### config.mk
export PLATFORM = sky130hd
export DESIGN_NAME = syrf_top
export DESIGN_NICKNAME = d
export VERILOG_FILES = /design/src/syrf_adc_pkg.sv /design/src/syrf_bus_pkg.sv /design/src/syrf_top.sv /design/src/syrf_regs.sv /design/src/alarm_hold.sv /design/src/smooth_filter.sv /design/src/adc_serial_rx.sv
export SDC_FILE = /design/constraint.sdc
export NUM_CORES = 1
export LEC_CHECK = 0
export BUFFER_PORTS_ARGS = -buffer_cell sky130_fd_sc_hd__buf_2
export CAP_MARGIN = 20
export CORE_ASPECT_RATIO = 1.75
export CORE_UTILIZATION = 65
export CTS_CLUSTER_DIAMETER = 200
export CTS_CLUSTER_SIZE = 12
export DETAILED_ROUTE_END_ITERATION = 8
export PLACE_DENSITY = 0.84
export SYNTH_ARGS = -nofsm -noshare
export SYNTH_HDL_FRONTEND = slang
export SYNTH_SLANG_ARGS = --single-unit
### constraint.sdc
create_clock -name clk_sys -period 12 [get_ports clk_sys]
set_input_delay 0.6 -clock clk_sys [delete_from_list [all_inputs] [get_ports clk_sys]]
set_output_delay 0.6 -clock clk_sys [all_outputs]
set_load 0.03 [all_outputs]
### src/syrf_adc_pkg.sv
// adc datapath package for the syrf core
// channel count, sample format, serial timing and alarm hold constants

package syrf_adc_pkg;

  // ----------------------------------------------------------------------
  // channel and sample format
  // ----------------------------------------------------------------------
  localparam int NUM_CH   = 2;
  localparam int SAMPLE_W = 16;

  // clk_sys cycles per half sclk period
  localparam int SCLK_HALF = 2;

  // ast high time in clk_sys cycles
  localparam int AST_HOLD = 32;

  // smoothing shift k, 0 to 3
  localparam int SMOOTH_SHIFT_W = 2;

  // one sample word with its strobe
  typedef struct packed {
    logic [SAMPLE_W-1:0] data;
    logic                valid;
  } sample_t;

  // serial reader FSM
  typedef enum logic [1:0] {
    ADC_IDLE,
    ADC_SHIFT,
    ADC_DONE
  } adc_state_e;

endpackage

### src/syrf_bus_pkg.sv
// register bus package for the syrf data-acquisition core
// fx bus widths, request struct, control device id and register map

package syrf_bus_pkg;

  // ----------------------------------------------------------------------
  // bus widths
  // ----------------------------------------------------------------------
  localparam int FX_ADDR_W = 22;
  localparam int FX_DATA_W = 8;
  localparam int FX_DEV_W  = 6;
  localparam int FX_OFS_W  = FX_ADDR_W - FX_DEV_W;

  // device id answered by the control module
  localparam logic [FX_DEV_W-1:0] CTRL_DEV_ID = 6'h01;

  // spacing of the per-channel register blocks
  localparam int CH_STRIDE = 16;

  // write and read sides share one request word
  typedef struct packed {
    logic                 wr;
    logic [FX_ADDR_W-1:0] waddr;
    logic [FX_DATA_W-1:0] data;
    logic                 rd;
    logic [FX_ADDR_W-1:0] raddr;
  } fx_req_t;

  // ----------------------------------------------------------------------
  // register offsets
  // ----------------------------------------------------------------------
  // per-channel entries are the channel 0 offsets, add CH_STRIDE per channel
  typedef enum logic [FX_OFS_W-1:0] {
    REG_CTRL      = 16'h0000,
    REG_START     = 16'h0001,
    REG_SMOOTH    = 16'h0002,
    REG_IRQ_MASK  = 16'h0003,
    REG_STATUS    = 16'h0004,
    REG_THR_LO    = 16'h0010,
    REG_THR_HI    = 16'h0011,
    REG_SAMPLE_LO = 16'h0012,
    REG_SAMPLE_HI = 16'h0013,
    REG_SMOOTH_LO = 16'h0014,
    REG_SMOOTH_HI = 16'h0015
  } fx_reg_e;

endpackage
### src/syrf_top.sv
// syrf data-acquisition core top level
// control block plus one adc, filter and alarm chain per channel

`timescale 1ns/1ps

module syrf_top import syrf_bus_pkg::*, syrf_adc_pkg::*; (
  input  logic                 clk_sys,
  input  logic                 reset,
  input  fx_req_t              fx_req,
  output logic [FX_DATA_W-1:0] fx_q,
  output logic [NUM_CH-1:0]    cs_n,
  output logic [NUM_CH-1:0]    sclk,
  input  logic [NUM_CH-1:0]    sdata,
  output logic [NUM_CH-1:0]    ast_ctrl,
  output logic                 irq_n
);

  logic [NUM_CH-1:0]         conv_start;
  logic [NUM_CH-1:0]         busy;
  logic [NUM_CH-1:0]         over;
  logic [SMOOTH_SHIFT_W-1:0] smooth_shift;
  logic [SAMPLE_W-1:0]       thr [NUM_CH];
  sample_t                   ad_sample [NUM_CH];
  sample_t                   sm_sample [NUM_CH];

  // ----------------------------------------------------------------------
  // control
  // ----------------------------------------------------------------------
  syrf_regs u_regs (
    .clk_sys      (clk_sys),
    .reset        (reset),
    .fx_req       (fx_req),
    .fx_q         (fx_q),
    .conv_start   (conv_start),
    .smooth_shift (smooth_shift),
    .thr          (thr),
    .busy         (busy),
    .ad_sample    (ad_sample),
    .sm_sample    (sm_sample),
    .over         (over),
    .irq_n        (irq_n)
  );

  // ----------------------------------------------------------------------
  // per-channel datapath
  // ----------------------------------------------------------------------
  for (genvar i = 0; i < NUM_CH; i++) begin : g_ch
    adc_serial_rx u_adc (
      .clk_sys    (clk_sys),
      .reset      (reset),
      .conv_start (conv_start[i]),
      .cs_n       (cs_n[i]),
      .sclk       (sclk[i]),
      .sdata      (sdata[i]),
      .busy       (busy[i]),
      .ad_sample  (ad_sample[i])
    );

    smooth_filter u_smooth (
      .clk_sys   (clk_sys),
      .reset     (reset),
      .ad_sample (ad_sample[i]),
      .shift     (smooth_shift),
      .sm_sample (sm_sample[i])
    );

    // alarm works on the raw sample
    alarm_hold u_alarm (
      .clk_sys   (clk_sys),
      .reset     (reset),
      .ad_sample (ad_sample[i]),
      .thr       (thr[i]),
      .over      (over[i]),
      .ast       (ast_ctrl[i])
    );
  end

endmodule

### src/syrf_regs.sv
// syrf control block
// owns the register map, conversion triggers, sticky alarm status and irq

`timescale 1ns/1ps

module syrf_regs import syrf_bus_pkg::*, syrf_adc_pkg::*; (
  input  logic                      clk_sys,
  input  logic                      reset,
  input  fx_req_t                   fx_req,
  output logic [FX_DATA_W-1:0]      fx_q,
  output logic [NUM_CH-1:0]         conv_start,
  output logic [SMOOTH_SHIFT_W-1:0] smooth_shift,
  output logic [SAMPLE_W-1:0]       thr [NUM_CH],
  input  logic [NUM_CH-1:0]         busy,
  input  sample_t                   ad_sample [NUM_CH],
  input  sample_t                   sm_sample [NUM_CH],
  input  logic [NUM_CH-1:0]         over,
  output logic                      irq_n
);

  localparam int NIB_W = FX_DATA_W / 2;

  logic [FX_OFS_W-1:0]  w_ofs;
  logic [FX_OFS_W-1:0]  r_ofs;
  logic                 wr_hit;
  logic                 rd_hit;
  logic [NUM_CH-1:0]    ctrl_en;
  logic [NUM_CH-1:0]    irq_mask;
  logic [NUM_CH-1:0]    alarm;
  logic [NUM_CH-1:0]    alarm_clr;
  logic [SAMPLE_W-1:0]  sample_reg [NUM_CH];
  logic [SAMPLE_W-1:0]  smooth_reg [NUM_CH];
  logic [FX_DATA_W-1:0] rd_byte;

  // offset of a per-channel register
  function automatic logic [FX_OFS_W-1:0] ch_ofs(input fx_reg_e base, input int ch);
    return base + FX_OFS_W'(CH_STRIDE * ch);
  endfunction

  // ----------------------------------------------------------------------
  // bus decode
  // ----------------------------------------------------------------------
  assign w_ofs  = fx_req.waddr[FX_OFS_W-1:0];
  assign r_ofs  = fx_req.raddr[FX_OFS_W-1:0];
  assign wr_hit = fx_req.wr && (fx_req.waddr[FX_ADDR_W-1 -: FX_DEV_W] == CTRL_DEV_ID);
  assign rd_hit = fx_req.rd && (fx_req.raddr[FX_ADDR_W-1 -: FX_DEV_W] == CTRL_DEV_ID);

  // triggers go out in the write cycle, only to idle enabled channels
  assign conv_start = (wr_hit && w_ofs == REG_START) ?
                      (fx_req.data[NUM_CH-1:0] & ctrl_en & ~busy) : '0;

  // write 1 to clear
  assign alarm_clr = (wr_hit && w_ofs == REG_STATUS) ? fx_req.data[NUM_CH-1:0] : '0;

  // ----------------------------------------------------------------------
  // register file and status
  // ----------------------------------------------------------------------
  always_ff @(posedge clk_sys) begin
    if (reset) begin
      ctrl_en      <= '0;
      irq_mask     <= '0;
      smooth_shift <= '0;
      alarm        <= '0;
      irq_n        <= 1'b1;
      for (int i = 0; i < NUM_CH; i++) begin
        thr[i]        <= '0;
        sample_reg[i] <= '0;
        smooth_reg[i] <= '0;
      end
    end else begin
      if (wr_hit && w_ofs == REG_CTRL)     ctrl_en      <= fx_req.data[NUM_CH-1:0];
      if (wr_hit && w_ofs == REG_IRQ_MASK) irq_mask     <= fx_req.data[NUM_CH-1:0];
      if (wr_hit && w_ofs == REG_SMOOTH)   smooth_shift <= fx_req.data[SMOOTH_SHIFT_W-1:0];

      // a new alarm wins over a clear in the same cycle
      alarm <= (alarm & ~alarm_clr) | over;
      irq_n <= ~|(alarm & irq_mask);

      for (int i = 0; i < NUM_CH; i++) begin
        if (wr_hit && w_ofs == ch_ofs(REG_THR_LO, i))
          thr[i][FX_DATA_W-1:0] <= fx_req.data;
        if (wr_hit && w_ofs == ch_ofs(REG_THR_HI, i))
          thr[i][SAMPLE_W-1:FX_DATA_W] <= fx_req.data;
        if (ad_sample[i].valid)
          sample_reg[i] <= ad_sample[i].data;
        if (sm_sample[i].valid)
          smooth_reg[i] <= sm_sample[i].data;
      end
    end
  end

  // ----------------------------------------------------------------------
  // read-back
  // ----------------------------------------------------------------------
  always_comb begin
    rd_byte = '0;
    if (rd_hit) begin
      case (r_ofs)
        REG_CTRL:     rd_byte = FX_DATA_W'(ctrl_en);
        REG_SMOOTH:   rd_byte = FX_DATA_W'(smooth_shift);
        REG_IRQ_MASK: rd_byte = FX_DATA_W'(irq_mask);
        // busy in the high nibble, sticky alarms in the low one
        REG_STATUS:   rd_byte = {NIB_W'(busy), NIB_W'(alarm)};
        default:      rd_byte = '0;
      endcase
      for (int i = 0; i < NUM_CH; i++) begin
        if (r_ofs == ch_ofs(REG_THR_LO, i))    rd_byte = thr[i][FX_DATA_W-1:0];
        if (r_ofs == ch_ofs(REG_THR_HI, i))    rd_byte = thr[i][SAMPLE_W-1:FX_DATA_W];
        if (r_ofs == ch_ofs(REG_SAMPLE_LO, i)) rd_byte = sample_reg[i][FX_DATA_W-1:0];
        if (r_ofs == ch_ofs(REG_SAMPLE_HI, i)) rd_byte = sample_reg[i][SAMPLE_W-1:FX_DATA_W];
        if (r_ofs == ch_ofs(REG_SMOOTH_LO, i)) rd_byte = smooth_reg[i][FX_DATA_W-1:0];
        if (r_ofs == ch_ofs(REG_SMOOTH_HI, i)) rd_byte = smooth_reg[i][SAMPLE_W-1:FX_DATA_W];
      end
    end
  end

  // read data holds until the next strobe
  always_ff @(posedge clk_sys) begin
    if (reset) begin
      fx_q <= '0;
    end else if (fx_req.rd) begin
      fx_q <= rd_byte;
    end
  end

endmodule

### src/alarm_hold.sv
// threshold alarm with retriggerable hold
// ast stays high for AST_HOLD cycles after the last sample above thr

`timescale 1ns/1ps

module alarm_hold import syrf_adc_pkg::*; (
  input  logic                clk_sys,
  input  logic                reset,
  input  sample_t             ad_sample,
  input  logic [SAMPLE_W-1:0] thr,
  output logic                over,
  output logic                ast
);

  localparam int HOLD_W = $clog2(AST_HOLD);

  logic              hit;
  logic [HOLD_W-1:0] hold_cnt;

  // strictly greater, equal is no alarm
  assign hit = ad_sample.valid && (ad_sample.data > thr);

  always_ff @(posedge clk_sys) begin
    if (reset) begin
      over     <= 1'b0;
      ast      <= 1'b0;
      hold_cnt <= '0;
    end else begin
      over <= hit;
      if (hit) begin
        ast      <= 1'b1;
        hold_cnt <= HOLD_W'(AST_HOLD - 1);
      end else if (hold_cnt != '0) begin
        hold_cnt <= hold_cnt - 1'b1;
      end else begin
        ast <= 1'b0;
      end
    end
  end

endmodule

### src/smooth_filter.sv
// exponential smoothing filter
// moves the output toward each new sample by (sample - old) >>> k

`timescale 1ns/1ps

module smooth_filter import syrf_adc_pkg::*; (
  input  logic                      clk_sys,
  input  logic                      reset,
  input  sample_t                   ad_sample,
  input  logic [SMOOTH_SHIFT_W-1:0] shift,
  output sample_t                   sm_sample
);

  logic [SAMPLE_W-1:0]        acc;
  logic                       valid;
  logic signed [SAMPLE_W:0]   diff;
  logic signed [SAMPLE_W:0]   step;

  // one extra bit keeps the difference signed
  assign diff = $signed({1'b0, ad_sample.data}) - $signed({1'b0, acc});
  assign step = diff >>> shift;

  always_ff @(posedge clk_sys) begin
    if (reset) begin
      acc   <= '0;
      valid <= 1'b0;
    end else begin
      valid <= ad_sample.valid;
      if (ad_sample.valid) begin
        acc <= acc + step[SAMPLE_W-1:0];
      end
    end
  end

  assign sm_sample = '{data: acc, valid: valid};

endmodule

### src/adc_serial_rx.sv
// serial adc reader
// drives cs_n and sclk, shifts in one msb-first sample per trigger

`timescale 1ns/1ps

module adc_serial_rx import syrf_adc_pkg::*; (
  input  logic    clk_sys,
  input  logic    reset,
  input  logic    conv_start,
  output logic    cs_n,
  output logic    sclk,
  input  logic    sdata,
  output logic    busy,
  output sample_t ad_sample
);

  localparam int PH_W  = $clog2(2 * SCLK_HALF);
  localparam int CNT_W = $clog2(SAMPLE_W + 1);

  adc_state_e          state;
  logic [PH_W-1:0]     ph;
  logic [CNT_W-1:0]    bit_cnt;
  logic [SAMPLE_W-1:0] shreg;
  logic                valid;
  logic                all_bits;
  logic                sclk_fall;
  logic                sclk_rise;

  assign all_bits  = (bit_cnt == CNT_W'(SAMPLE_W));
  // sclk falls at phase 0 and rises half a period later
  assign sclk_fall = (state == ADC_SHIFT) && !all_bits && (ph == '0);
  assign sclk_rise = (state == ADC_SHIFT) && !all_bits && (ph == PH_W'(SCLK_HALF));

  always_ff @(posedge clk_sys) begin
    if (reset) begin
      state   <= ADC_IDLE;
      cs_n    <= 1'b1;
      sclk    <= 1'b1;
      ph      <= '0;
      bit_cnt <= '0;
      valid   <= 1'b0;
    end else begin
      valid <= 1'b0;
      case (state)
        ADC_IDLE: begin
          if (conv_start) begin
            state   <= ADC_SHIFT;
            cs_n    <= 1'b0;
            ph      <= '0;
            bit_cnt <= '0;
          end
        end
        ADC_SHIFT: begin
          ph <= (ph == PH_W'(2 * SCLK_HALF - 1)) ? '0 : ph + 1'b1;
          if (all_bits) begin
            // release cs one cycle after the last rising edge
            state <= ADC_DONE;
            cs_n  <= 1'b1;
          end else if (sclk_fall) begin
            sclk <= 1'b0;
          end else if (sclk_rise) begin
            sclk    <= 1'b1;
            bit_cnt <= bit_cnt + 1'b1;
          end
        end
        ADC_DONE: begin
          valid <= 1'b1;
          state <= ADC_IDLE;
        end
        default: state <= ADC_IDLE;
      endcase
    end
  end

  // sample sdata on each rising sclk edge
  always_ff @(posedge clk_sys) begin
    if (reset) begin
      shreg <= '0;
    end else if (sclk_rise) begin
      shreg <= {shreg[SAMPLE_W-2:0], sdata};
    end
  end

  assign busy      = (state != ADC_IDLE);
  assign ad_sample = '{data: shreg, valid: valid};

endmodule

; ---- Word level (Yosys, flattened, before mapping)
; Memory sizes are Yosys's and may differ from the RTL's.
; Cells that the tools add are included.
[word_totals]
regBits = 153
ram_bits = 64
input_bits = 58
out_inout_bits = 15
elab_cells = 235
memories = 2
[classes]
addsub = 10
order_cmp = 2
n_eq_ne = 47
n_shift = 2
muxes = 76
bitwise_logic = 13
reduce_logical = 49
[mem_list]
columns = memory, words, width, rd, rd_clocked_by_memory_dff, wr, line_no
row1 = u_regs.sample_reg, 2, 16, 2, 0, 2, syrf_regs.sv:31  ; logic [SAMPLE_W-1:0] sample_reg [NUM_CH];
row2 = u_regs.smooth_reg, 2, 16, 2, 0, 2, syrf_regs.sv:32  ; logic [SAMPLE_W-1:0] smooth_reg [NUM_CH];
[op_table]
columns = operator, n
row1 = 16-bit by 5-bit equality test with 1-bit output (second input constant), 8
row2 = 16-bit by 6-bit equality test with 1-bit output (second input constant), 8
row3 = 8-bit 2-to-1 mux, 13
row4 = 16-bit by 2-bit equality test with 1-bit output (second input constant), 4
row5 = 16-bit 2-to-1 mux, 4
row6 = 5-bit 2-to-1 mux, 12
row7 = 17-bit by 2-bit >>> shifter with 16-bit output, 2
row8 = 16-bit by 16-bit subtractor with 17-bit output, 2
row9 = 16-bit adder, 2
row10 = 16-bit by 3-bit equality test with 1-bit output (second input constant), 2
row11 = 16-bit greater-than comparator, 2
row12 = 16-bit zero test, 2
row13 = 1-bit 2-to-1 mux, 28
row14 = 6-bit case mux with 4 select lines, 1
row15 = 2-bit 2-to-1 mux, 10
row16 = 5-bit case mux with 2 select lines, 2
row17 = 1-bit logical AND, 19
row18 = 16-bit by 1-bit equality test with 1-bit output (second input constant), 1
row19 = 2-bit case mux with 2 select lines, 4
row20 = 2-bit nonzero test, 8
row21 = 2-bit equality test (second input constant), 6
row22 = 6-bit by 1-bit equality test with 1-bit output (second input constant), 2
row23 = 2-bit by 1-bit != test with 1-bit output (second input constant), 6
row24 = 2-bit != test (second input constant), 6
row25 = 18 further kinds, 45

; ---- Logic depth before layout (Yosys ltp)
[logic_depth]
depth_word = 15
depth_mapped = 22
depth_no_buf = 22

; ---- Hierarchy
; Synthesis repeated with hierarchy kept, for this count alone.
[hier_totals]
hier_cells = 1623
hier_area_um2 = 14921.8
[by_module_without_submodules]
columns = mod, n_inst, cells_each, area_per_inst_um2, seq_area_each_um2
row1 = syrf_regs, 1, 553, 5700.5, 2902.8
row2 = adc_serial_rx, 2, 124, 1291.2, 560.5
row3 = smooth_filter at g_ch[0].u_smooth, 1, 324, 2575.0, 340.3
row4 = smooth_filter at g_ch[1].u_smooth, 1, 312, 2499.9, 340.3
row5 = alarm_hold at g_ch[0].u_alarm, 1, 91, 782.0, 140.1
row6 = alarm_hold at g_ch[1].u_alarm, 1, 95, 782.0, 140.1

; ---- Worst setup path before layout
; No wires, ideal clock.
[synth_timing]
path_kind = flip-flop to flip-flop
start = register g_ch[1].u_smooth.acc[2]
end = register g_ch[1].u_smooth.acc[15]
setup_ns = 0.095
arrival_ns = 4.254
t_required_ns = 11.905
slack_ns = 7.651
stages_incl_launch_ff = 21
n_path_buf = 0
synth_period_minus_slack_ns = 4.349
path_cell_list = dfxtp_1 inv_1 ha_1 nor2b_1 o31a_1 or2_2 o21bai_1 nand2b_1 a21oi_1 xnor2_1 mux2i_1 mux2i_1 ha_1 or4_1 o22ai_1 o211ai_1 a31oi_1 nor2b_1 o21ai_0 mux4_2 o311ai_1
[synth_via]
elab_chain_len = 3
[synth_lines]
columns = item, line_no
row1 = from (decl), smooth_filter.sv:14  ; logic [SAMPLE_W-1:0] acc;
row2 = from (signal assigned), smooth_filter.sv:30  ; acc <= acc + step[SAMPLE_W-1:0];
row3 = 16-bit by 16-bit subtractor with 17-bit output, smooth_filter.sv:20  ; assign diff = $signed({1'b0, ad_sample.data}) - $signed({1'b0, acc});
row4 = 17-bit by 2-bit >>> shifter with 16-bit output, smooth_filter.sv:21  ; assign step = diff >>> shift;
row5 = 16-bit adder (*), smooth_filter.sv:30
; Mark *: on every way between the ends. The rest lies on a longest branch, timed or not.
; A chain may end at the register's enable or synchronous reset.

; ---- Worst setup path in the final report
[layout_timing]
start = register g_ch[1].u_adc.shreg[0]
end = register g_ch[1].u_smooth.acc[15]
[layout_via]
elab_chain_len = 3
[layout_lines]
columns = item, line_no
row1 = from (decl), adc_serial_rx.sv:23  ; logic [SAMPLE_W-1:0] shreg;
row2 = from (signal assigned), adc_serial_rx.sv:80  ; shreg <= {shreg[SAMPLE_W-2:0], sdata};
row3 = 16-bit by 16-bit subtractor with 17-bit output, smooth_filter.sv:20
row4 = 17-bit by 2-bit >>> shifter with 16-bit output, smooth_filter.sv:21
row5 = 16-bit adder, smooth_filter.sv:30
; No other way between the ends.

==> results.md <==
* Slew margin rel. at 0.273
* DR vias at around 11000
* Final count of pins violating max slew at 0
* Number of nets with antenna violations after routing at 0
* # rows at 69
* Clk pwr share at 0.411
* Pre-CTS setup slack at about 7100 ps
* Vias in the first global route at roughly 11000
* Die area at about 21000 um2
* Nets@finish at 1751
* Synth unique cells at 75
* Layout area overhead at 8.36%
* Final hold violation count at 0
* Clk buf depth at 3
* Diodes inserted at 0
* Post-Synthesis Cells at 1537
* DRC at 0
* WP data required at about 12000 ps
* P_leak at approximately 5.5 nW
* Post-synth EDFFs at 64
* Worst Path Arrival at 5320 ps
* Most common cell after layout, fill and taps aside: nor2_1
* Mean Syn Cell Area at ~8.7 um2
* Vias/cell at 6.20
* Clk slew on worst S/H paths at approximately 70 ps
* CP Launch Type: register
* Reg area at 4990 um2
* Post-DP HPWL at about 25 mm
* CP Max Fanout at 5
* Die Height at just under 200 um
* Synth Register Bits at between 200 and 250
* Fin crit period at slightly below 5000 ps
* P per Cell Area at between 100 and 150 nW/um2
* Global-route wire length before repair at about 55 mm
* Cell Area, Synth at 13400 um2
* CTS sink cnt at 217
* CTS tree: built
* Multi-input gate area at 7810 um2
* Initial DRC count at 1011
* Syn nets at about 1700
* Setup violators final at 0
* Sequential power share at 0.507
* Switching share of power at 0.240
* Internal power at 1.19 mW
* Core area at 20300 um2
* Comb power frac at 0.083
* # IOs at 73
* Filler cells at approximately 1500
* Final period utilization at 0.409
* CTS buffer count at 22
* Setup slack after layout at between 7000 and 8000 ps
* Root Driver: clkbuf_16
* Post_cts resized at 0
* Post-CTS setup buffer count at 0
* Hold buffers post-CTS at 0
* Crit Path Category: register to register
* Hold Crit Class: primary input to register
* Peak supply drop at just over 0.0002 V
* GP Congestion at approximately 1
* Starting Density at 0.662
* Die X-Extent at 111 um
* RSZ-0062 raised after global routing: no
* Status: completed
* Commonest non-fill, non-tap cells in the layout: nor2_1, nand2_1, dfxtp_1
* Final TNS setup at 0 ps
* First-pass detailed-route iteration total at 7
* Pin count of the biggest net entering global routing at between 100 and 150
* Main flop type after synthesis: dfxtp_1
* P_sw at between 300 and 400 uW
* Post-synth ARST share at 0
* WL/cell at around 19 um
* CTS H-tree lvls at 1
* Initial antenna violation count at 0
* Register area share after synthesis at 0.371
* Max cap viols at 0
* Max Clock Skew at ~18 ps
* GRT Total Usage at 0.321
* Critical Path End Type: register
* FMAX at around 200 MHz
* DRT Wirelength at between 30 and 40 mm
* Overflow after GRT at 0
* Worst Tran Pin Value at 1090 ps
* Skew-Pair Late Insertion Delay at around 510 ps
* Layout cells sized above 1 at 0.0866
* IO buf count at a little over 70
* Synth warnings at 0
==> power groups by stage <==
| stage | clock network, mW | logic [mW] | registers, mW |
|---|---|---|---|
| floorplan | 0 | 0.0970 | 0.803 |
| global route | 0.674 | 0.147 | 0.795 |
| CTS | 0.648 | 0.130 | 0.793 |
| global placement | 0 | 0.122 | 0.808 |
| finish | 0.642 | 0.129 | 0.793 |
| detailed placement | 0 | 0.127 | 0.809 |
==> worst paths after layout <==
path	start	end	depth (start not counted)	slack [ps]
worst max-delay path	g_ch[1].u_adc.shreg[0]	g_ch[1].u_smooth.acc[15]	21	7090
worst min-delay path	sdata[0]	g_ch[0].u_adc.shreg[0]	3	330
worst max register to register	g_ch[1].u_adc.shreg[0]	g_ch[1].u_smooth.acc[15]	21	7090
worst min register to register	u_regs.fx_q[7]	u_regs.fx_q[7]	2	450
==> metrics by stage <==
step            util  instances  hold WS [ps]  instance area, um2  total power [mW]
4_1_cts        0.717       1842           315               14500              1.57
3_3_place_gp   0.685       1805           423               13900             0.930
3_5_place_dp   0.685       1805           438               13900             0.936
2_1_floorplan      -       1537           413               13400             0.900
5_1_grt        0.717       1842           333               14500              1.62
6_report       0.717       1842           327               14500              1.56
==> final cells by class <==
class                           count  share of cell area
Inverter                           98              0.0253
Sequential cell                   217               0.343
Timing Repair Buffer               81              0.0298
Clock buffer                       36              0.0432
Multi-Input combinational cell   1161               0.537
Tap cell                          248              0.0213
Clock inverter                      1            0.000774
==> critical path: stages (launching register included) <==
cell	delay (ps)
dfxtp_1	320
inv_1	100
ha_1	220
fa_1	240
nor2b_1	80
o31a_1	260
or2_2	290
o21bai_1	160
nand2b_1	80
a21oi_1	180
xnor2_1	100
mux2i_1	190
mux2i_1	110
ha_1	250
or4_1	480
o22ai_1	350
o211ai_1	180
a31oi_1	300
nor2b_1	80
o21ai_0	240
mux4_2	530
o311ai_1	90
==> Yosys cell counts, drive strengths merged, types with 3 or more instances <==
master,n,share of area
a32oi,3,0.0020
nor2,171,0.049
buf,18,0.0079
a221o,4,0.0030
xnor2,43,0.028
dfxtp,153,0.23
a22oi,15,0.0084
nor4b,5,0.0033
inv,97,0.027
a211oi,14,0.0082
clkbuf,43,0.012
o311ai,3,0.0020
o21bai,5,0.0028
nor2b,47,0.022
nand2b,17,0.0079
and2,6,0.0028
or3,6,0.0032
and3,7,0.0033
nor4,9,0.0053
edfxtp,64,0.14
nand3,20,0.0075
ha,108,0.10
and4b,3,0.0022
a21oi,120,0.045
mux2i,110,0.082
nand4,19,0.0089
a221oi,8,0.0062
xor2,15,0.0098
mux2,3,0.0025
o31ai,4,0.0022
nand2,155,0.043
o21ai,67,0.025
a21o,17,0.0095
fa,4,0.0060
o21a,28,0.016
or4,6,0.0039
a222oi,6,0.0045
a31oi,6,0.0028
nor3b,8,0.0052
nor3,65,0.026
or2,7,0.0033
o22ai,3,0.0014
==> cells by family after synthesis <==
| family | share of synthesized area |
|---|---|
| adders and majority gates | 0.107 |
| xor gates and xnor gates | 0.0378 |
| AOI/OAI and AO/OA | 0.152 |
| DFF | 0.371 |
| buffers and inverters | 0.0473 |
| muxes | 0.0862 |
| and+or+nand+nor | 0.199 |
==> layer usage <==
metal	GRT usage	wire [um]	up-vias
li1	-	-	5533
met4	0.215	2270	0
met2	0.591	17200	431
met1	0.341	12900	5328
met3	0.0404	1920	136
met5	0	0	-
(Power assumes the default switching activity.)
